==> config.mk <==
export PLATFORM = sky130hd
export DESIGN_NAME = burstArbiter
export DESIGN_NICKNAME = d
export VERILOG_FILES = /design/src/frameBufPkg.sv /design/src/burstArbiter.sv
export SDC_FILE = /design/constraint.sdc
export NUM_CORES = 1
export LEC_CHECK = 0
export CAP_MARGIN = 5
export CORE_ASPECT_RATIO = 0.75
export CORE_MARGIN = 2
export CORE_UTILIZATION = 60
export CTS_CLUSTER_DIAMETER = 120
export DETAILED_ROUTE_END_ITERATION = 6
export DONT_BUFFER_PORTS = 1
export GPL_ROUTABILITY_DRIVEN = 0
export PLACE_DENSITY = 0.76
export REMOVE_ABC_BUFFERS = 1
export SETUP_SLACK_MARGIN = 0.2
export SYNTH_ARGS = -nofsm -noshare
export SYNTH_HDL_FRONTEND = slang
export SYNTH_SLANG_ARGS = --single-unit
==> constraint.sdc <==
create_clock -name CLK -period 4.1 [get_ports CLK]
set_input_delay 0 -clock CLK [delete_from_list [all_inputs] [get_ports CLK]]
set_output_delay 0 -clock CLK [all_outputs]
set_load 0.02 [all_outputs]
==> src/frameBufPkg.sv <==
package frameBufPkg;

	localparam int ADDR_W = 22;		// Memory word address
	localparam int DATA_W = 16;		// Pixel word
	localparam int LEN_W = 9;		// Burst length, up to 256
	localparam int FIFO_DEPTH = 512;	// Words per port FIFO
	localparam int LEVEL_W = 10;		// Holds 0 to FIFO_DEPTH
	localparam int PTR_W = $clog2(FIFO_DEPTH);

	localparam int WR_PORTS = 2;
	localparam int RD_PORTS = 2;
	localparam int PORT_W = 1;		// Port index

	typedef logic [ADDR_W-1:0] addrT;
	typedef logic [DATA_W-1:0] dataT;
	typedef logic [LEN_W-1:0] lenT;
	typedef logic [LEVEL_W-1:0] levelT;

	// Frame geometry and bank offsets
	localparam int FRAME_W = 640;
	localparam int FRAME_H = 480;
	localparam addrT FRAME_WORDS = ADDR_W'(FRAME_W * FRAME_H);
	localparam addrT BANK0 = 22'h000000;
	localparam addrT BANK1 = 22'h100000;

	// Reset windows per port, reads ping-pong against writes
	localparam addrT WR_DEF_START [WR_PORTS] = '{BANK0, BANK1};
	localparam addrT WR_DEF_MAX [WR_PORTS] = '{BANK0 + FRAME_WORDS, BANK1 + FRAME_WORDS};
	localparam addrT RD_DEF_START [RD_PORTS] = '{BANK1, BANK0};
	localparam addrT RD_DEF_MAX [RD_PORTS] = '{BANK1 + FRAME_WORDS, BANK0 + FRAME_WORDS};

endpackage

==> src/burstArbiter.sv <==
`timescale 1ns/1ps

module burstArbiter import frameBufPkg::*; (
	input logic CLK,
	input logic RESET_N,
	input logic [WR_PORTS-1:0] wrReq,
	input logic [RD_PORTS-1:0] rdReq,
	input addrT wrAddr [WR_PORTS],
	input addrT rdAddr [RD_PORTS],
	input lenT wrLen [WR_PORTS],
	input lenT rdLen [RD_PORTS],
	input logic burstDone,
	output logic [WR_PORTS-1:0] wrGrant,
	output logic [RD_PORTS-1:0] rdGrant,
	output logic [PORT_W-1:0] grantIdx,
	output logic grantIsWrite,
	output logic burstStart,		// One cycle per new grant
	output addrT burstAddr,
	output lenT burstLen
);

	logic busy;
	logic pickValid;
	logic pickWrite;
	logic [PORT_W-1:0] pickIdx;

	assign busy = |{wrGrant, rdGrant};

	// Reads before writes, low index first; last match wins
	always_comb
	begin
		pickValid = 1'b0;
		pickWrite = 1'b0;
		pickIdx = '0;
		for (int i = WR_PORTS - 1; i >= 0; i--)
		begin
			if (wrReq[i])
			begin
				pickValid = 1'b1;
				pickWrite = 1'b1;
				pickIdx = PORT_W'(i);
			end
		end
		for (int i = RD_PORTS - 1; i >= 0; i--)
		begin
			if (rdReq[i])
			begin
				pickValid = 1'b1;
				pickWrite = 1'b0;
				pickIdx = PORT_W'(i);
			end
		end
	end

	always_ff @(posedge CLK or negedge RESET_N)
	begin
		if (!RESET_N)
		begin
			wrGrant <= '0;
			rdGrant <= '0;
			grantIdx <= '0;
			grantIsWrite <= 1'b0;
			burstStart <= 1'b0;
		end
		else
		begin
			burstStart <= 1'b0;
			if (busy)
			begin
				if (burstDone)
				begin
					wrGrant <= '0;	// Release, port steps on this edge
					rdGrant <= '0;
				end
			end
			else if (pickValid)
			begin
				wrGrant <= pickWrite ? (WR_PORTS'(1) << pickIdx) : '0;
				rdGrant <= pickWrite ? '0 : (RD_PORTS'(1) << pickIdx);
				grantIdx <= pickIdx;
				grantIsWrite <= pickWrite;
				burstStart <= 1'b1;
			end
		end
	end

	// Snapshot of the winner's window
	always_ff @(posedge CLK)
	begin
		if (!busy && pickValid)
		begin
			burstAddr <= pickWrite ? wrAddr[pickIdx] : rdAddr[pickIdx];
			burstLen <= pickWrite ? wrLen[pickIdx] : rdLen[pickIdx];
		end
	end

	assert property (@(posedge CLK) disable iff (!RESET_N) $onehot0({wrGrant, rdGrant}));

endmodule

==> flow_summary.ini, run 1 <==
[die]
die_y_um = 56.90
core_um2 = 3613
dieArea_um2 = 4240
initial_utilization_pct = 61.95
rows = 19
pin_count = 169
die_w_um = 74.53

[pwr]
power.density_nw_per_um2 = 495.1
peakVddDrop_mv = 0.3211
leakage_nw = 1.086

[min_path]
hold_class = input pin to register

[route]
m1WireLength_mm = 2.251
routed-wl-met2_mm = 3.277
drtIter0Drc = 159
drc = 0
drt_wl_total_mm = 6.187
ant_nets = 0
vias_per_cell = 6.740
wire_per_inst_um = 21.48
dr.pass1.iters = 4
wl_met3_um = 546
vias = 1941
top_layer = met4

[setup_path]
startpoint_type = register
worstPathRequired_ns = 4.00
end_kind = register
path_max_fanout = 32
critPathArrivalTime_ns = 2.25
critical_path_class = register to register

[grt]
antenna_found_initial = 0
grt_max_degree = 66
track_usage_pct = 28.12
grt-ovfl-total = 0
grt_pass1_wl_mm = 8.963
grt_pass1_vias = 1884

[clocking]
cts_buffers = 5
cts_sinks = 38
cts.repair.resized = 0
cts_hold_buf = 38
clk_latency_ns = 0.28
root_buffer = clkbuf_8
cts_max_path_buffers = 2
htreeDepth = 2
cts_tree = yes
post_cts_buffers = 0
path_clk_slew_ns = 0.07

[timing]
relSlewSlack_pct = 27.62
fin_ws_ns = 1.747
hold_viol_final = 0
finalClockSkew_ns = 0.003975
tightest_slew_ns = 1.086
post-route-period-util_pct = 57.40
fmax_ghz = 0.4249
period_minus_slack_ns = 2.353
fin_tns_setup_ns = 0
slew_viol_final = 0
setup_viol = 0
rsz0062_at_grt = false

[run_status]
status = finished clean

[yosys]
synthTopCellsByArea = edfxtp_1 42%, a221o_1 13%, a22o_1 12%, dfrtp_1 7.8%, a21oi_1 7.2%
yosysSeqAreaShare_pct = 49.41
yosysTopAreaCellShare_pct = 41.59
synth-seq-cells = 38
syn-mean-instance-area_um2 = 10.61
synth_area_leader_cell = edfxtp_1
synth_cells = 211
syn_area_um2 = 2238
synth_cell_types = 28
ys_warn_count = 0

[placement]
dp_hpwl_mm = 3.692
place_ws_ns = 1.752
place_area_um2 = 2198
placed_cells = 242
io_buffers = 0

[cells_and_area]
areaGrowthSynthToFinish_pct = 19.23
finalInstanceArea_um2 = 2669
stdcell_count = 288
n_antenna_cell = 0
fin_nets = 366
drive_above_1_share_pct = 4.237

[job]
drv_cap = 0
==> final timing paths <==
check,from,to,slack (ns),cells past startpoint
max,wrGrant[1],burstAddr[19],1.75,2
min in group asynchronous,RESET_N,grantIdx,0.05,1
min reg2reg,grantIsWrite,grantIsWrite,0.67,1
max in group asynchronous,RESET_N,wrGrant[0],3.82,1
min,rdReq[1],burstLen[0],0.02,2
max reg2reg,wrGrant[1],burstAddr[19],1.75,2
==> metrics by stage <==
| step | utilization (%) | hold slack, ns | power [mW] |
|---|---|---|---|
| after detailed placement | 60.84 | -0.2955 | 1.037 |
| after global routing | 73.86 | 0.01567 | 1.385 |
| after CTS | 73.86 | 0.009469 | 1.326 |
| final | 73.86 | 0.01794 | 1.321 |
| after global placement | 60.84 | -0.2955 | 1.025 |
| after floorplan | - | -0.2956 | 0.9674 |
==> final cells by class <==
cell class              count  area [um^2]
flip-flops and latches     38         1106
fillers                   260        944.7
inverters                  34        127.6
clock buffers               8        90.09
multi-input cells         117        892.1
repair buffers             39        387.9
well taps                  52        65.06
==> where the power goes <==
group	leakage, nW	switching [mW]	internal, mW	total (mW)
logic	0.650	0.137	0.103	0.240
registers	0.390	0.226	0.600	0.825
clock network	0.0455	0.119	0.137	0.256
total	1.09	0.482	0.840	1.32
==> critical path, cell delays in order, from the launching register on <==
cell     delay [ns]
dfrtp_1        0.49
or4_1          0.67
a21oi_4        0.81
==> cells in the mapped netlist <==
cell type	count
inv_1	34
a21oi_1	32
edfxtp_1	31
a221o_1	30
a22o_1	30
clkbuf_1	11
dfrtp_1	7
buf_2	6
buf_6	4
nand3_1	4
nor2_1	4
o21ai_1	2
a211o_1	1
a31oi_1	1
and3b_1	1
buf_4	1
nand2_1	1
nand2b_1	1
nor2b_2	1
nor3_1	1
nor4_2	1
o211ai_1	1
o21ai_0	1
o221a_1	1
o22a_1	1
o22ai_1	1
or2_1	1
or4_1	1
==> layer usage <==
layer,track usage [%],vias up
met2,50.95,133
met3,7.181,15
li1,-,869
met5,0,-
met1,31.92,924
met4,8.673,0
==> state kept, by name, indices dropped and copies added (netlist names) <==
register / flops
burstAddr: 22
rdGrant: 2
burstStart: 1
grantIdx: 1
burstLen: 9
wrGrant: 2
grantIsWrite: 1
==> cell families after synthesis <==
| family | after synthesis | synth area share (%) |
|---|---|---|
| AO/OA/AOI/OAI | 101 | 35.16 |
| buffers and inverters | 56 | 11.24 |
| flip-flops | 38 | 49.41 |
| AND/OR/NAND/NOR | 16 | 4.192 |
==> cells in the final DEF, fill, tap and decap left out, drive strengths merged, types with 3 or more instances in the layout <==
master        n
a21oi        32
nand3         4
dlygate4sd3  38
a22o         30
a221o        30
o21ai         3
nor2          4
clkbuf        8
inv          34
dfrtp         7
edfxtp       31
Note: power is estimated with default switching activity, not from simulation.
==> run 2: changes to the inputs <==
--- a/config.mk
+++ b/config.mk
@@ -5,10 +5,11 @@
 export SDC_FILE = /design/constraint.sdc
 export NUM_CORES = 1
 export LEC_CHECK = 0
+export ABC_AREA = 1
 export CAP_MARGIN = 5
 export CORE_ASPECT_RATIO = 0.75
 export CORE_MARGIN = 2
-export CORE_UTILIZATION = 60
+export CORE_UTILIZATION = 58
 export CTS_CLUSTER_DIAMETER = 120
 export DETAILED_ROUTE_END_ITERATION = 6
 export DONT_BUFFER_PORTS = 1
==> constraint.sdc (replaced) <==
create_clock -name CLK -period 2.1 [get_ports CLK]
set_input_delay 0 -clock CLK [delete_from_list [all_inputs] [get_ports CLK]]
set_output_delay 0 -clock CLK [all_outputs]
set_load 0.02 [all_outputs]
==> run 2 against run 1 <==
Effect of this change: clock skew rose by 0.0040 ns; final cell count rose by 54%; core utilization fell by 9.3 points; area after synthesis rose by 24%; largest cell class is now multi-input gates.
==> flow_summary.ini, run 2 <==
[placement]
placed_cells = 425
dp_hpwl_mm = 4.886
io_buffers = 0
place_ws_ns = 0.4749
place_area_um2 = 2745

[clocking]
cts_max_path_buffers = 2
cts_sinks = 38
cts_tree = yes
post_cts_buffers = 0
root_buffer = clkbuf_8
clk_latency_ns = 0.28
htreeDepth = 2
path_clk_slew_ns = 0.07
cts_buffers = 5

[die]
pin_count = 169
dieArea_um2 = 5376
die_w_um = 84
die_y_um = 64
rows = 21
initial_utilization_pct = 61.24
core_um2 = 4546

[setup_path]
worstPathCellList = inv_1 > nand2_1 > nor2_2 > nand2_2 > inv_1 > buf_12
cp.buffers_inverters = 3
critPathArrivalTime_ns = 1.64
end_kind = register
worstPathRequired_ns = 2.07
path_max_fanout = 32
slowest_stage = dfrtp_1
crit_family = flip-flops
critical_path_class = register to register
cpMostUsedCell = inv_1
cp_slowest_stage_delay_ns = 0.47
startpoint_type = register

[grt]
track_usage_pct = 26.11
antenna_found_initial = 0
grt_pass1_wl_mm = 11.02
grt_pass1_vias = 2277
grt-ovfl-total = 0
grt_max_degree = 36

[timing]
fin_tns_setup_ns = 0
rsz0062_at_grt = false
relSlewSlack_pct = 48.23
fin_ws_ns = 0.4290
tightest_slew_ns = 0.7747
finalClockSkew_ns = 0.007971
setup_viol = 0
whs_ns = 0.003073
post-route-period-util_pct = 79.57
slew_viol_final = 0
period_minus_slack_ns = 1.671
fmax_ghz = 0.5985
hold_viol_final = 0

[cells_and_area]
final_util_pct = 64.57
drive_above_1_share_pct = 5.685
final_common_cell = nand2_1
nFillCells = 406
stdcell_count = 444
finalInstanceArea_um2 = 2935
mostFrequentLayoutCells = 108 x nand2_1, 101 x nand3_1, 69 x inv_1
largest_register_ffs = 22
areaGrowthSynthToFinish_pct = 5.438
fin_nets = 517
largestRegisters = burstAddr (22), burstLen (9)
n_antenna_cell = 0
largest-register = burstAddr

[pwr]
leakage_nw = 1.466
peakVddDrop_mv = 0.5727
power.density_nw_per_um2 = 1022
fin_total_pwr_mw = 2.998

[run_status]
status = finished clean

[route]
dr.pass1.iters = 4
vias = 2519
drc = 0
drtIter0Drc = 94
vias_per_cell = 5.673
ant_nets = 0
wire_per_inst_um = 15.89
drt_wl_total_mm = 7.053

[yosys]
syn_area_um2 = 2784
ys_top_cells_by_count = 108 x nand2_1, 101 x nand3_1, 69 x inv_1
synth_cells = 388
yosysTopAreaCellShare_pct = 33.44
synth_area_leader_cell = edfxtp_1
synth_ff_type = edfxtp_1
synth-seq-cells = 38
syn-mean-instance-area_um2 = 7.175
synth-edff-count = 31
synth_most_common_cell = nand2_1
ys_async_sr_fraction_pct = 18.42
ys_warn_count = 0
yosysSeqAreaShare_pct = 39.73
synthTopCellsByArea = edfxtp_1 33%, nand3_1 18%, nand2_1 15%, inv_1 9.3%, nand3b_1 8.4%
synth_cell_types = 20

[job]
drv_cap = 0

[min_path]
hold_class = input pin to register
run 2: changes by cell type after synthesis, sizes merged, moves of 11 or more:
cell | previous run | this run
a21oi | 32 | 0
nand3 | 4 | 102
a22o | 30 | 0
a221o | 30 | 0
inv | 34 | 71
buf | 11 | 22
nand2 | 1 | 112
nand3b | 0 | 31
run 2: area by class of cell:
type | count | area, um^2 | share of cell area [%]
clock buffers | 8 | 80.08 | 2.728
flip-flops and latches | 38 | 1106 | 37.68
inverters | 71 | 266.5 | 9.079
repair buffers | 17 | 167.7 | 5.712
multi-input cells | 253 | 1244 | 42.37
well taps | 57 | 71.32 | 2.430
run 2: what timing repair did:
item	CTS	global route
endpoints found under the hold margin	16	0
hold buffers	11	0
resized for setup	0	0
run 2: worst paths after layout:
kind / startpoint / end / slack [ns] / cells past startpoint
max: rdGrant[0] / burstAddr[10] / 0.43 / 6
min: rdAddr[36] / burstAddr[14] / 0.003 / 4
max reg2reg: rdGrant[0] / burstAddr[10] / 0.43 / 6
min reg2reg: grantIdx / grantIdx / 0.65 / 2
max in group asynchronous: RESET_N / burstStart / 1.76 / 1
min in group asynchronous: RESET_N / grantIdx / 0.07 / 1
run 2: kinds of logic (layout without fill, tap and decap cells):
family                 count (synthesis)  in the layout  share of synthesized area (%)
buffers and inverters                 97             96                          15.77
flip-flops                            38             38                          39.73
AO/OA/AOI/OAI                          3              3                         0.6742
AND/OR/NAND/NOR                      250            250                          43.82
run 2: tightest hold or removal path, cell delays in order:
cell	delay, ns
inv_1	0.02
nand2_1	0.05
nand3_1	0.06
nand2_1	0.06
run 2: report_power, final:
group | internal (mW) | total, mW | leakage [nW] | switching, mW
Combinational | 0.209 | 0.658 | 1.03 | 0.449
Sequential | 1.29 | 1.88 | 0.394 | 0.593
Clock | 0.236 | 0.461 | 0.0395 | 0.225
run 2: metal layers:
metal	routed length (um)	vias up	GRT usage (%)
met3	682	8	7.752
li1	-	1234	-
met2	3472	141	45.10
met1	2807	1136	32.20
met4	91	0	6.855
met5	0	-	0
==> run 3: changes to the inputs <==
--- a/config.mk
+++ b/config.mk
@@ -5,11 +5,11 @@
 export SDC_FILE = /design/constraint.sdc
 export NUM_CORES = 1
 export LEC_CHECK = 0
-export ABC_AREA = 1
+export ABC_AREA = 0
 export CAP_MARGIN = 5
 export CORE_ASPECT_RATIO = 0.75
 export CORE_MARGIN = 2
-export CORE_UTILIZATION = 58
+export CORE_UTILIZATION = 60
 export CTS_CLUSTER_DIAMETER = 120
 export DETAILED_ROUTE_END_ITERATION = 6
 export DONT_BUFFER_PORTS = 1
==> constraint.sdc (replaced) <==
create_clock -name CLK -period 1.6 [get_ports CLK]
set_input_delay 0 -clock CLK [delete_from_list [all_inputs] [get_ports CLK]]
set_output_delay 0 -clock CLK [all_outputs]
set_load 0.02 [all_outputs]
==> run 3 against run 2 <==
Effect of this change: the run now ends with setup timing left; routed wire length fell by 7.4%; critical path depth fell by 2; non-clock buffer count rose by 36; via count fell by 19%; first-iteration DRC count rose by 66%; largest power group unchanged.
==> flow_summary.ini, run 3 (synthesized netlist as in run 1, its figures left out) <==
[run_status]
status = finished, violations left
violations = setup timing

[min_path]
worstHoldStart = rdReq[1]
hold_end = burstAddr[5]
whs_path_depth = 2
hold_class = input pin to register

[setup_path]
startpoint_type = register
regToRegEndpoint = burstAddr[8]
critPathArrivalTime_ns = 1.66
worstPathRequired_ns = 1.60
critical_path_class = register to register
rrSetupSlack_ns = -0.06
rr_startpoint = wrGrant[1]
path_max_fanout = 13
reg2reg_depth = 4
end_kind = register

[route]
vias = 2037
wire_per_inst_um = 21.62
vias_per_cell = 6.745
dr.pass1.iters = 4
drt_wl_total_mm = 6.529
drc = 0
ant_nets = 0
drtIter0Drc = 156

[die]
dieArea_um2 = 4240
rows = 19
pin_count = 169
initial_utilization_pct = 61.95
die_y_um = 56.90
core_um2 = 3613
die_w_um = 74.53

[grt]
grt-ovfl-total = 0
grt_pass1_vias = 2022
grt_pass1_wl_mm = 9.363
antenna_found_initial = 0
grt_max_degree = 66
track_usage_pct = 29.47

[cells_and_area]
largest-register = burstAddr
fin_nets = 380
areaGrowthSynthToFinish_pct = 28.45
largestRegisters = burstAddr (22), burstLen (9)
n_antenna_cell = 0
final_common_cell = dlygate4sd3_1
mostFrequentLayoutCells = 36 x dlygate4sd3_1, 34 x inv_1, 31 x a21oi_1, 31 x edfxtp_1
stdcell_count = 302
drive_above_1_share_pct = 11.60
largest_register_ffs = 22

[timing]
fin_ws_ns = -0.05585
fmax_ghz = 0.6039
period_minus_slack_ns = 1.656
slew_viol_final = 0
relSlewSlack_pct = 27.22
rsz0062_at_grt = true
tightest_slew_ns = 1.092
finalClockSkew_ns = 0.004555
setup_viol = 31
whs_ns = 0.01973
hold_viol_final = 0
post-route-period-util_pct = 103.5

[clocking]
cts_tree = yes
cts_sinks = 38
path_clk_slew_ns = 0.07
htreeDepth = 2
cts_buffers = 5
clk_latency_ns = 0.28
root_buffer = clkbuf_8
cts_max_path_buffers = 2

[pwr]
peakVddDrop_mv = 0.9022
leakage_nw = 1.204
power.density_nw_per_um2 = 1378

[placement]
placed_cells = 251
io_buffers = 0
dp_hpwl_mm = 3.838

[job]
drv_cap = 0
## run 3: cell types whose count changed in the layout (fill, tap and decap cells not counted), moves of 25 or more
| cell | previous run | this run |
|---|---|---|
| dlygate4sd3_1 | 11 | 36 |
| a21oi_1 | 0 | 31 |
| a221o_1 | 0 | 30 |
| a22o_1 | 0 | 30 |
| nand3_1 | 101 | 4 |
| nand3b_1 | 31 | 0 |
| inv_1 | 69 | 34 |
| nand2_1 | 108 | 1 |
## run 3: repair_timing
action,in CTS,in global routing
endpoints found under the hold margin,43,0
pin swaps,0,1
gates cloned,1,0
gates resized for setup,2,7
hold buffers,38,0
buffers inserted,3,1
setup endpoints to repair,33,37
## run 3: final cells by class
class | instances | area [um^2]
Clock buffer | 5 | 68.82
Clock inverter | 3 | 40.04
Fill cell | 223 | 738.2
Inverter | 34 | 127.6
Multi-Input combinational cell | 117 | 920.9
Sequential cell | 38 | 1106
Tap cell | 52 | 65.06
Timing Repair Buffer | 53 | 546.8
## run 3: per-stage QoR
stage | instance area (um^2) | power [mW] | worst slack, ns | setup TNS, ns | utilization [%]
final | 2875 | 3.961 | -0.05585 | -1.608 | 79.57
after CTS | 2834 | 3.870 | -0.02788 | -0.6495 | 78.43
after global placement | 2291 | 2.812 | -0.03118 | -0.6023 | 63.40
after detailed placement | 2291 | 2.847 | -0.04566 | -0.9958 | 63.40
after global routing | 2875 | 4.131 | -0.09354 | -2.688 | 79.57
after floorplan | 2115 | 2.479 | -1.492 | -47.62 | -
## run 3: metal layers
layer,global-route usage [%],routed length (um),vias up
li1,-,-,899
met5,0,0,-
met3,7.540,621,27
met1,33.33,2344,957
met2,50.95,3291,154
met4,14.29,272,0
## run 3: where the power goes
part | leakage, nW | switching (mW) | internal [mW]
Sequential | 0.390 | 0.526 | 1.53
Clock | 0.0579 | 0.324 | 0.459
Combinational | 0.756 | 0.520 | 0.606
Total | 1.20 | 1.37 | 2.59
## run 3: worst max path at each step
stage                     slack [ns]  startpoint       endpoint
after CTS                      -0.03  wrGrant[1]   burstAddr[2]
after detailed placement       -0.05  wrGrant[1]  burstAddr[13]
after global routing           -0.09  wrGrant[1]   burstAddr[0]
after floorplan                -1.49  wrGrant[1]   burstAddr[0]
after global placement         -0.03  wrGrant[1]   burstAddr[0]
final                          -0.06  wrGrant[1]   burstAddr[8]
## run 3: worst max-delay path, stage by stage, from the launching register on
cell     delay (ns)
dfrtp_1        0.38
or4_4          0.56
a21oi_4        0.16
buf_4          0.14
buf_12         0.13
