--- src/frameBufPkg.sv ---
package frameBufPkg;

	localparam int ADDR_W = 22;		// Memory word address
	localparam int DATA_W = 16;		// Pixel word
	localparam int LEN_W = 9;		// Burst length, up to 256
	localparam int FIFO_DEPTH = 512;	// Words per port FIFO
	localparam int LEVEL_W = 10;		// Holds 0 to FIFO_DEPTH
	localparam int PTR_W = $clog2(FIFO_DEPTH);

	localparam int WR_PORTS = 2;
	localparam int RD_PORTS = 2;
	localparam int PORT_W = 1;		// Port index

	typedef logic [ADDR_W-1:0] addrT;
	typedef logic [DATA_W-1:0] dataT;
	typedef logic [LEN_W-1:0] lenT;
	typedef logic [LEVEL_W-1:0] levelT;

	// Frame geometry and bank offsets
	localparam int FRAME_W = 640;
	localparam int FRAME_H = 480;
	localparam addrT FRAME_WORDS = ADDR_W'(FRAME_W * FRAME_H);
	localparam addrT BANK0 = 22'h000000;
	localparam addrT BANK1 = 22'h100000;

	// Reset windows per port, reads ping-pong against writes
	localparam addrT WR_DEF_START [WR_PORTS] = '{BANK0, BANK1};
	localparam addrT WR_DEF_MAX [WR_PORTS] = '{BANK0 + FRAME_WORDS, BANK1 + FRAME_WORDS};
	localparam addrT RD_DEF_START [RD_PORTS] = '{BANK1, BANK0};
	localparam addrT RD_DEF_MAX [RD_PORTS] = '{BANK1 + FRAME_WORDS, BANK0 + FRAME_WORDS};

endpackage

--- src/burstSequencer.sv ---
`timescale 1ns/1ps

module burstSequencer import frameBufPkg::*; (
	input logic CLK,
	input logic RESET_N,
	input logic burstStart,
	input logic grantIsWrite,
	input logic [PORT_W-1:0] grantIdx,
	input addrT burstAddr,
	input lenT burstLen,
	input dataT wrPopData [WR_PORTS],
	output logic fifoPop,
	output logic rdPush,
	output dataT rdPushData,
	output logic burstDone,
	output logic memReq,		// Held until memAck
	output logic memWe,
	output addrT memAddr,
	output lenT memLen,
	input logic memAck,
	output logic memWrStrobe,
	output dataT memWrData,
	input logic memRdValid,
	input dataT memRdData
);

	typedef enum logic [1:0] {
		IDLE,
		REQ,
		XFER,
		DONE
	} seqStateT;

	seqStateT state;
	lenT wordCnt;			// Words moved so far
	logic wordStep;
	logic lastWord;

	assign memReq = (state == REQ);
	assign memWe = grantIsWrite;
	assign memAddr = burstAddr;
	assign memLen = burstLen;

	// Write data comes straight off the granted FIFO head
	assign memWrStrobe = (state == XFER) && grantIsWrite;
	assign memWrData = wrPopData[grantIdx];
	assign fifoPop = memWrStrobe;

	assign rdPush = (state == XFER) && !grantIsWrite && memRdValid;
	assign rdPushData = memRdData;

	assign wordStep = memWrStrobe || rdPush;
	assign lastWord = wordStep && (wordCnt == burstLen - 1'b1);
	assign burstDone = (state == DONE);

	always_ff @(posedge CLK or negedge RESET_N)
	begin
		if (!RESET_N)
		begin
			state <= IDLE;
			wordCnt <= '0;
		end
		else
		begin
			case (state)
				IDLE:
					if (burstStart)
						state <= REQ;
				REQ:
					if (memAck)
					begin
						state <= XFER;
						wordCnt <= '0;
					end
				XFER:
					if (lastWord)
						state <= DONE;
					else if (wordStep)
						wordCnt <= wordCnt + 1'b1;
				default:
					state <= IDLE;	// DONE lasts one cycle
			endcase
		end
	end

	// Strobes must belong to a write grant held by the arbiter
	assert property (@(posedge CLK) disable iff (!RESET_N)
		memWrStrobe |-> $stable(grantIsWrite) && $stable(grantIdx));
	// Memory may only return data inside a read burst
	assert property (@(posedge CLK) disable iff (!RESET_N)
		memRdValid |-> (state == XFER) && !grantIsWrite);

endmodule

--- config.mk ---
export PLATFORM = sky130hd
export DESIGN_NAME = burstSequencer
export DESIGN_NICKNAME = d
export VERILOG_FILES = /design/src/frameBufPkg.sv /design/src/burstSequencer.sv
export SDC_FILE = /design/constraint.sdc
export NUM_CORES = 1
export LEC_CHECK = 0
export BUFFER_PORTS_ARGS = -buffer_cell sky130_fd_sc_hd__buf_4
export CORE_MARGIN = 2
export CORE_UTILIZATION = 33
export CTS_CLUSTER_SIZE = 16
export DETAILED_ROUTE_END_ITERATION = 10
export GPL_TIMING_DRIVEN = 1
export PLACE_DENSITY = 0.79
export SETUP_SLACK_MARGIN = 0.5
export SKIP_LAST_GASP = 1
export SLEW_MARGIN = 5
export SYNTH_ARGS = -nofsm -noshare
export SYNTH_HDL_FRONTEND = slang
export SYNTH_SLANG_ARGS = --single-unit
--- constraint.sdc ---
create_clock -name CLK -period 2.38 [get_ports CLK]
set_clock_uncertainty 0.15 [all_clocks]
set_input_delay 0.595 -clock CLK [delete_from_list [all_inputs] [get_ports CLK]]
set_output_delay 0.595 -clock CLK [all_outputs]
set_load 0.05 [all_outputs]
==> flow_summary.rst, run 1 <==
.. list-table::
   :header-rows: 1

   * - Metric
     - Value
   * - Maximum buffer depth of the clock tree
     - 2
   * - Worst-margin pin slew
     - around 440 ps
   * - Seq cells post-synth
     - 11
   * - DR vias
     - between 1500 and 2000
   * - Highest clock rate
     - around 360 MHz
   * - Initial antenna violation count
     - 0
   * - Top library cells by usage in the layout, fill and taps aside
     - 74 x buf_4, 25 x buf_6, 17 x mux2_4
   * - Initial Util
     - 0.3413
   * - Number of setup violations in the final report
     - 11
   * - Total CTS buffers
     - 3
   * - Post-route DRC
     - 0
   * - Worst setup margin
     - -370.3 ps
   * - Distinct cell type count after synthesis
     - 48
   * - Count of TritonRoute iterations in the first routing pass
     - 4
   * - Antenna viol nets, final
     - 0
   * - Total inserted antenna cells
     - 0
   * - Setup slack of the most critical reg-to-reg path
     - about 70 ps
   * - Final hold violation count
     - 0
   * - Data arrival, critical path
     - between 2000 and 3000 ps
   * - FFs w/ async S/R, synth
     - 1.000
   * - Max-cap violation count
     - 0
   * - Layout Cells excl Fill
     - ~300
   * - Post-route worst hold slack
     - roughly 27 ps
   * - Min Tclk post-route
     - about 2800 ps
   * - Power Dens Cells
     - about 640 mW/mm2
   * - WP data required
     - ~2400 ps
   * - Vias per std cell
     - just over 5
   * - Chip height
     - ~74 um
   * - Commonest register cell after synthesis
     - dfrtp_1
   * - Result of the run
     - complete, but fails checks
   * - Post-Syn Instances
     - between 150 and 200
   * - Layout Cell Area excl Fill
     - roughly 0.0025 mm2
   * - Pin count of the biggest net entering global routing
     - 12
   * - Largest voltage drop on the vdd net
     - between 0.4 and 0.5 mV
   * - Global placement routability congestion
     - between 0.7 and 0.8
   * - Share of cells above drive strength 1
     - 0.6408
   * - Standard cell area after detailed placement
     - 0.002115 mm2
   * - Setup crit start
     - burstLen[4]
   * - Violation count after the first detailed-routing iteration
     - 41
   * - Leak Pwr
     - approximately 1.2 nW
   * - CTS root buf
     - clkbuf_8
   * - Unrepaired setup endpoints after global routing
     - true
   * - Number of enable flip-flop cells after synthesis
     - 0
   * - Row cnt
     - 25
   * - Standard cell core area
     - ~0.0047 mm2
   * - Number of nets in the synthesized netlist
     - around 280
   * - Total instance count after detailed placement
     - 288
   * - GR Overflow Total
     - 0
   * - Source-to-sink clock delay at the later pin of the worst-skew pair
     - ~240 ps
   * - Synth top area share
     - 0.2344
   * - # IOs
     - between 150 and 200
   * - Aggregate negative setup slack
     - -3383 ps
   * - Combined global-route utilization of all metal layers
     - 0.1575
   * - Total power of the final layout
     - about 1.6 mW
   * - Source of the worst register-to-register timing path
     - state[0]
   * - Cells taking the most area after synthesis
     - buf_4 23%, dfrtp_1 17%, mux2_2 11%
   * - Category of the worst setup path launch point
     - primary input
   * - Cell type contributing the most total cell area after synthesis
     - buf_4
   * - CTS tree
     - done
   * - H-tree depth
     - 1
   * - Post-detailed-placement half-perimeter wirelength
     - 3.328 mm
   * - Clock transition at the registers of the reported paths
     - approximately 50 ps
   * - Post-detailed-route wirelength per cell
     - roughly 15 um
   * - P&R area growth vs syn
     - 55.16%
   * - Post-Syn Area per Cell
     - between 8 and 9 um2
   * - Max-slew violation count
     - 0
   * - Nets
     - approximately 340
   * - Ratio of final minimum period to clock period
     - 1.156
   * - WL final
     - about 4.4 mm
   * - Mapped Area
     - about 0.0016 mm2
   * - Hold-fix buffers at CTS
     - 0
   * - Leading cell type in the layout, fill and taps excluded
     - buf_4
   * - Die outline area
     - 0.005427 mm2
   * - Total of warnings raised by yosys
     - 0
   * - CP max FO
     - 7
   * - First-pass GRT wire length
     - a little under 7 mm
   * - Die W
     - 73.67 um
   * - Failing checks
     - setup timing
   * - Number of global-route vias before repair
     - roughly 1500
   * - Classification of the worst setup path
     - primary input to register
   * - Sink Count
     - 11
   * - Hold Crit Class
     - primary input to async pin
   * - Endpoint kind of the worst setup timing path
     - register
   * - IO buf count
     - ~80
   * - Number of inserted filler cells in the final layout
     - 411
   * - Max_slew headroom
     - 0.7023
   * - Share of synthesized area occupied by flip-flops and latches
     - 0.1719
-- power breakdown --
part           internal (mW)  switching (mW)
registers              0.230          0.0577
logic                  0.533           0.565
clock network          0.118          0.0755
total                  0.882           0.698
-- final timing paths --
| kind | endpoint | cells after the start |
|---|---|---|
| hold reg to reg | wordCnt[0] | 1 |
| min in group CLK | wordCnt[0] | 1 |
| setup / recovery | state[1] | 9 |
| setup reg to reg | state[0] | 10 |
| hold / removal | wordCnt[8] | 1 |
| max in group asynchronous | state[1] | 1 |
-- synthesized netlist by cell type, types with 3 or more instances --
master and count:
nor2_1 6, buf_4 50, mux2_2 16, ha_1 7
nand2_1 8, o21ai_0 8, nand3_1 4, nor3_1 3
inv_1 6, or3_1 9, dfrtp_1 11, xnor2_1 7
xor2_1 3, o211ai_1 3, a21oi_1 4, or4_1 3
-- sequential cells by signal, summed over array words and instances, names as in the netlist --
register and cells:
state 2, wordCnt 9
-- kinds of logic after synthesis --
group	share of synthesized area
buf+inv	0.2555
simple gates	0.1906
xor+xnor	0.06485
compound gates	0.1406
fa+ha+maj	0.05469
flops	0.1719
mux	0.1219
-- worst max-delay path, stage by stage --
cell and delay (ps):
buf_6 90, or3_4 390, or4_4 450, buf_4 160
nor4b_4 260, a311oi_4 100, nor2_2 280, o21bai_2 110
mux2_4 300
-- per-stage QoR --
step / utilization / worst slack (ps)
floorplan: - / -501.9
global placement: 0.4507 / -693.1
detailed placement: 0.4507 / -762.7
CTS: 0.5133 / -398.6
global route: 0.5296 / -453.0
finish: 0.5296 / -370.3
-- area by class of cell --
cell class,count,area [um2],share of cell area
Multi-Input combinational cell,118,1101,0.4431
Inverter,6,27.53,0.01108
Tap cell,54,67.56,0.02719
Sequential cell,11,276.5,0.1113
Clock buffer,4,45.04,0.01813
Timing Repair Buffer,106,967.2,0.3892
-- routing by layer --
layer / share of wire / track usage
met1: 0.38 / 0.1978
met2: 0.55 / 0.2708
met3: 0.060 / 0.02881
met4: 0.0086 / 0.05051
met5: 0 / 0
-- timing repair --
action                     in CTS  in global routing
gates resized for setup        50                 13
setup endpoints to repair      32                 32
setup buffers                   3                  3
pin swaps                      18                  3
cloned                          1                  0
No activity file was read; power rests on OpenSTA's default activity.
==> run 2, diff against run 1 <==
--- a/config.mk
+++ b/config.mk
@@ -6,12 +6,14 @@
 export NUM_CORES = 1
 export LEC_CHECK = 0
 export BUFFER_PORTS_ARGS = -buffer_cell sky130_fd_sc_hd__buf_4
+export CELL_PAD_IN_SITES_DETAIL_PLACEMENT = 0
+export CELL_PAD_IN_SITES_GLOBAL_PLACEMENT = 1
 export CORE_MARGIN = 2
-export CORE_UTILIZATION = 33
+export CORE_UTILIZATION = 22
 export CTS_CLUSTER_SIZE = 16
 export DETAILED_ROUTE_END_ITERATION = 10
 export GPL_TIMING_DRIVEN = 1
-export PLACE_DENSITY = 0.79
+export PLACE_DENSITY = 0.81
 export SETUP_SLACK_MARGIN = 0.5
 export SKIP_LAST_GASP = 1
 export SLEW_MARGIN = 5
==> flow_summary.rst, run 2 (synthesis gave the netlist of run 1 again) <==
.. list-table::
   :header-rows: 1

   * - Metric
     - Value
   * - Max_slew headroom
     - 0.7249
   * - Violation count after the first detailed-routing iteration
     - 64
   * - Standard cell core area
     - just over 0.007 mm2
   * - # IOs
     - ~160
   * - Met2 WL
     - between 2 and 3 mm
   * - Ratio of final minimum period to clock period
     - 1.186
   * - P&R area growth vs syn
     - 64.84%
   * - CP max FO
     - 3
   * - Global placement routability congestion
     - 0.8757
   * - Aggregate negative setup slack
     - -3855 ps
   * - Result of the run
     - complete, but fails checks
   * - Pin count of the biggest net entering global routing
     - 12
   * - Initial antenna violation count
     - 0
   * - GR Overflow Total
     - 0
   * - Chain of cells forming the critical path
     - buf_6 > or3_4 > or4_4 > xnor2_2 > a311oi_2 > buf_4 > o21ai_4 > or4_1 > a21oi_1
   * - CTS root buf
     - clkbuf_8
   * - WL final
     - 4.905 mm
   * - Top library cells by usage in the layout, fill and taps aside
     - 83 x buf_4, 24 x buf_6, 17 x mux2_4
   * - Fraction of power spent switching nets
     - 0.4324
   * - Count of TritonRoute iterations in the first routing pass
     - 4
   * - H-tree depth
     - 1
   * - Crit path buffers/inverters
     - 2
   * - First-pass GRT wire length
     - approximately 7.1 mm
   * - Largest voltage drop on the vdd net
     - about 0.47 mV
   * - Register Area
     - roughly 280 um2
   * - Final hold violation count
     - 0
   * - Hold Crit Class
     - primary input to async pin
   * - Classification of the worst setup path
     - primary input to register
   * - Die W
     - a little under 90 um
   * - Chip height
     - slightly below 90 um
   * - Clock transition at the registers of the reported paths
     - roughly 60 ps
   * - Met1 Routed Length
     - 2.021 mm
   * - Total inserted antenna cells
     - 0
   * - Slowest library cell on the worst path
     - or4_4
   * - Share of cells above drive strength 1
     - 0.6614
   * - Combined global-route utilization of all metal layers
     - 0.1120
   * - Vias per std cell
     - 4.394
   * - Number of global-route vias before repair
     - about 1600
   * - Layout Cell Area excl Fill
     - ~0.0026 mm2
   * - WP data required
     - approximately 2400 ps
   * - Max-cap violation count
     - 0
   * - Share of power burned in registers
     - 0.164
   * - Worst-margin pin slew
     - ~410 ps
   * - Category of the worst setup path launch point
     - primary input
   * - Initial Util
     - 0.2244
   * - Total CTS buffers
     - 3
   * - Combinational cell fraction of total power
     - 0.724
   * - Antenna viol nets, final
     - 0
   * - Sink Count
     - 11
   * - Standard cell area after detailed placement
     - 0.002193 mm2
   * - Top layer used by detailed routing
     - met4
   * - IO buf count
     - 78
   * - Post-route worst hold slack
     - 28.64 ps
   * - Post-route DRC
     - 0
   * - Net switching power figure
     - between 0.7 and 0.8 mW
   * - Register with the highest flop count
     - wordCnt
   * - Nets
     - 348
   * - DR vias
     - roughly 1600
   * - Area of the multi-input gates
     - 0.001141 mm2
   * - Pint
     - between 0.9 and 1 mW
   * - Maximum buffer depth of the clock tree
     - 2
   * - Post-detailed-placement half-perimeter wirelength
     - between 3 and 4 mm
   * - Number of inserted filler cells in the final layout
     - roughly 740
   * - Highest clock rate
     - between 300 and 400 MHz
   * - Category of cells accounting for the largest share of critical-path delay
     - simple AND/OR/NAND/NOR gates
   * - Endpoint kind of the worst setup timing path
     - register
   * - Die outline area
     - 0.007978 mm2
   * - Min Tclk post-route
     - ~2800 ps
   * - Total instance count after detailed placement
     - 336
   * - Number of setup violations in the final report
     - 11
   * - Data arrival, critical path
     - roughly 2800 ps
   * - Source-to-sink clock delay at the later pin of the worst-skew pair
     - 250 ps
   * - Regs by FF count
     - wordCnt: 9 flops, state: 2 flops
   * - Clk network pwr share
     - 0.112
   * - Worst stage delay on the critical path
     - about 530 ps
   * - Row cnt
     - 31
   * - Unrepaired setup endpoints after global routing
     - true
   * - CTS tree
     - done
   * - Flip-flop count of the largest register, all copies and words added
     - 9
   * - Leak Pwr
     - 1.211 nW
   * - Layout Cells excl Fill
     - ~350
   * - Met3 WL
     - around 230 um
   * - Worst setup margin
     - -443.4 ps
   * - Leading cell type in the layout, fill and taps excluded
     - buf_4
   * - Power Dens Cells
     - roughly 660 mW/mm2
   * - Max-slew violation count
     - 0
   * - Failing checks
     - setup timing
   * - Post-detailed-route wirelength per cell
     - between 10 and 15 um
-- run 2: cell types whose count changed in the layout (fill, tap and decap cells not counted), moves of 2 or more --
cell,delta
or3_4,+2
buf_4,+9
inv_1,+2
or3_1,-2
o21ai_0,-2
-- run 2: routing by layer --
metal,GRT usage,vias to the layer above
met5,0,-
li1,-,754
met1,0.1492,741
met3,0.01385,15
met4,0.05563,0
met2,0.1778,41
-- run 2: what timing repair did --
action,4_1_cts,5_1_grt
cloned,1,1
buffers inserted,7,4
gates resized for setup,46,22
setup endpoints to repair,32,32
hold buffers,0,0
endpoints found under the hold margin,0,0
pin swaps,12,13
-- run 2: area by class of cell --
type,instances,share of cell area
Clock buffer,4,0.01706
Inverter,6,0.009479
Multi-Input combinational cell,118,0.4322
Sequential cell,11,0.1047
Tap cell,99,0.04692
Timing Repair Buffer,115,0.3896
-- run 2: stage by stage --
stage               setup slack, ps  utilization  power [mW]
floorplan                    -501.9            -       1.079
global placement             -705.1       0.3073       1.216
detailed placement           -759.7       0.3073       1.224
CTS                          -397.7       0.3498       1.627
global route                 -517.7       0.3699       1.858
finish                       -443.4       0.3699       1.749
-- run 2: worst paths after layout --
path / startpoint / to / slack (ps) / cells past startpoint
worst max-delay path: burstLen[3] / wordCnt[7] / -440 / 9
worst min-delay path: RESET_N / wordCnt[2] / 30 / 1
worst max register to register: state[0] / wordCnt[3] / 50 / 11
worst min register to register: wordCnt[0] / wordCnt[0] / 420 / 1
max in group asynchronous: RESET_N / state[1] / 1880 / 1
min in group CLK: wordCnt[0] / wordCnt[0] / 420 / 1
-- run 2: power groups by stage --
stage	combinational (mW)	sequential (mW)	clock, mW
after floorplan	0.800	0.279	0
after global placement	0.936	0.279	0
after detailed placement	0.945	0.279	0
after CTS	1.14	0.283	0.201
after global routing	1.36	0.291	0.212
final	1.27	0.287	0.196
-- run 2: worst reg2reg max path: stages, from the launching register on --
cell      delay (ps)
dfrtp_1          410
inv_2             90
ha_4             130
o21a_1           190
o211ai_1         110
a211oi_1         190
nand4_1          150
buf_4            190
o21ai_4          180
buf_2            170
nor2_1            50
a22o_1           200
==> run 3, diff against run 2 <==
--- a/config.mk
+++ b/config.mk
@@ -14,6 +14,7 @@
 export DETAILED_ROUTE_END_ITERATION = 10
 export GPL_TIMING_DRIVEN = 1
 export PLACE_DENSITY = 0.81
+export RECOVER_POWER = 25
 export SETUP_SLACK_MARGIN = 0.5
 export SKIP_LAST_GASP = 1
 export SLEW_MARGIN = 5
==> flow_summary.rst, run 3 (synthesis gave the netlist of run 1 again) <==
.. list-table::
   :header-rows: 1

   * - Metric
     - Value
   * - Initial antenna violation count
     - 0
   * - Number of global-route vias before repair
     - roughly 1600
   * - Violation count after the first detailed-routing iteration
     - between 60 and 70
   * - Crit path buffers/inverters
     - 2
   * - Sink Count
     - 11
   * - WL final
     - 4.906 mm
   * - Hold Crit Class
     - primary input to async pin
   * - Worst stage delay on the critical path
     - about 530 ps
   * - Count of TritonRoute iterations in the first routing pass
     - 4
   * - Number of inserted filler cells in the final layout
     - 743
   * - Hold-fix buffers at CTS
     - 0
   * - Busiest layer in global routing
     - met2
   * - IO buf count
     - roughly 80
   * - Power Dens Cells
     - approximately 660 mW/mm2
   * - Total inserted antenna cells
     - 0
   * - Chip height
     - 89.32 um
   * - Failing checks
     - setup timing
   * - Post-route DRC
     - 0
   * - Initial Util
     - 0.2244
   * - Category of cells accounting for the largest share of critical-path delay
     - simple AND/OR/NAND/NOR gates
   * - Slowest library cell on the worst path
     - or4_4
   * - Clock transition at the registers of the reported paths
     - 60 ps
   * - # IOs
     - about 160
   * - Die W
     - 89.32 um
   * - CP max FO
     - 3
   * - Result of the run
     - complete, but fails checks
   * - Endpoint kind of the worst setup timing path
     - register
   * - WP data required
     - roughly 2400 ps
   * - GR Overflow Total
     - 0
   * - Flip-flop count of the largest register, all copies and words added
     - 9
   * - Register with the highest flop count
     - wordCnt
   * - CTS tree
     - done
   * - Worst-margin pin slew
     - ~660 ps
   * - DR vias
     - between 1500 and 2000
   * - Ratio of final minimum period to clock period
     - 1.186
   * - Global placement routability congestion
     - 0.8757
   * - Vias per std cell
     - around 4.4
   * - Standard cell core area
     - ~0.007 mm2
   * - Post-detailed-route wirelength per cell
     - 13.90 um
   * - Number of setup violations in the final report
     - 11
   * - Leading cell type in the layout, fill and taps excluded
     - buf_4
   * - Pin count of the biggest net entering global routing
     - 12
   * - Antenna viol nets, final
     - 0
   * - Routing usage on met3
     - 0.01385
   * - Die outline area
     - approximately 0.0080 mm2
   * - Highest clock rate
     - approximately 350 MHz
   * - Max_slew headroom
     - 0.5567
   * - Post-route worst hold slack
     - ~200 ps
   * - Min Tclk post-route
     - 2823 ps
   * - CTS root buf
     - clkbuf_8
   * - H-tree depth
     - 1
   * - Nets
     - 348
   * - Largest voltage drop on the vdd net
     - around 0.47 mV
   * - Post-route core utilization
     - 0.3694
   * - Combined global-route utilization of all metal layers
     - 0.1120
   * - Category of the worst setup path launch point
     - primary input
   * - Post-detailed-placement half-perimeter wirelength
     - 3.537 mm
   * - Total power of the final layout
     - approximately 1.7 mW
   * - Top library cells by usage in the layout, fill and taps aside
     - 82 x buf_4, 24 x buf_6, 17 x mux2_4
   * - Unrepaired setup endpoints after global routing
     - true
   * - First-pass GRT wire length
     - about 7.1 mm
   * - Regs by FF count
     - wordCnt: 9 flops, state: 2 flops
   * - Maximum buffer depth of the clock tree
     - 2
   * - P&R area growth vs syn
     - 64.61%
   * - Final hold violation count
     - 0
   * - Max-cap violation count
     - 0
   * - Row cnt
     - 31
   * - Classification of the worst setup path
     - primary input to register
   * - Chain of cells forming the critical path
     - buf_6 > or3_4 > or4_4 > xnor2_2 > a311oi_2 > buf_4 > o21ai_4 > or4_1 > a21oi_1
   * - Source-to-sink clock delay at the later pin of the worst-skew pair
     - between 200 and 300 ps
   * - GR met2 Demand/Resource
     - 0.1778
   * - Max-slew violation count
     - 0
   * - Share of cells above drive strength 1
     - 0.6575
   * - Global routing met1 resource utilization
     - 0.1492
   * - Data arrival, critical path
     - 2840 ps
   * - Leak Pwr
     - 1.207 nW
   * - Total CTS buffers
     - 3
   * - Worst setup margin
     - -443.4 ps
==> run 3: path summary, 6_finish.rpt <==
kind	startpoint	to	slack [ps]	cells past startpoint
worst min register to register	wordCnt[0]	wordCnt[0]	420	1
max in group asynchronous	RESET_N	state[1]	1410	1
worst max-delay path	burstLen[3]	wordCnt[7]	-440	9
min in group CLK	wordCnt[0]	wordCnt[0]	420	1
worst max register to register	state[0]	wordCnt[3]	50	11
worst min-delay path	RESET_N	wordCnt[2]	200	1
==> run 3: cell type report <==
class / count / area, um2 / share of cell area
timing repair buffer: 115 / 1025 / 0.3887
clock buffer: 4 / 45.04 / 0.01709
tap: 99 / 123.9 / 0.04699
sequential: 11 / 276.5 / 0.1049
inverter: 6 / 25.02 / 0.009492
multi-input combinational: 118 / 1141 / 0.4328
==> run 3: power breakdown <==
group	switching [mW]	internal, mW
sequential	0.0571	0.230
combinational	0.621	0.643
clock	0.0780	0.118
total	0.756	0.992
==> run 3: worst reg2reg max path, cell delays in order (launching register included) <==
cell and delay (ps):
dfrtp_1 410, inv_2 90, ha_4 130, o21a_1 190, o211ai_1 110, a211oi_1 190
nand4_1 150, buf_4 190, o21ai_4 180, buf_2 170, nor2_1 50, a22o_1 200
==> run 3: stage by stage <==
stage | area, um2 | setup TNS [ps] | setup WS, ps | std cells
5_1_grt | 2636 | -4785 | -517.7 | 353
6_report | 2636 | -3855 | -443.4 | 353
2_1_floorplan | 1737 | -4302 | -501.9 | 188
3_3_place_gp | 2193 | -6864 | -705.1 | 336
3_5_place_dp | 2193 | -7402 | -759.7 | 336
4_1_cts | 2496 | -3607 | -397.7 | 348
==> run 3: what timing repair did <==
action | in CTS | in global routing
gates resized for setup | 46 | 22
pin swaps | 12 | 13
endpoints found under the setup margin | 32 | 32
setup buffers | 7 | 4
cloned | 1 | 1
==> run 3: metal layers <==
metal,up-vias,wire length (um)
met5,-,0
met4,0,99
met3,15,227
met2,41,2557
met1,741,2023
li1,754,-
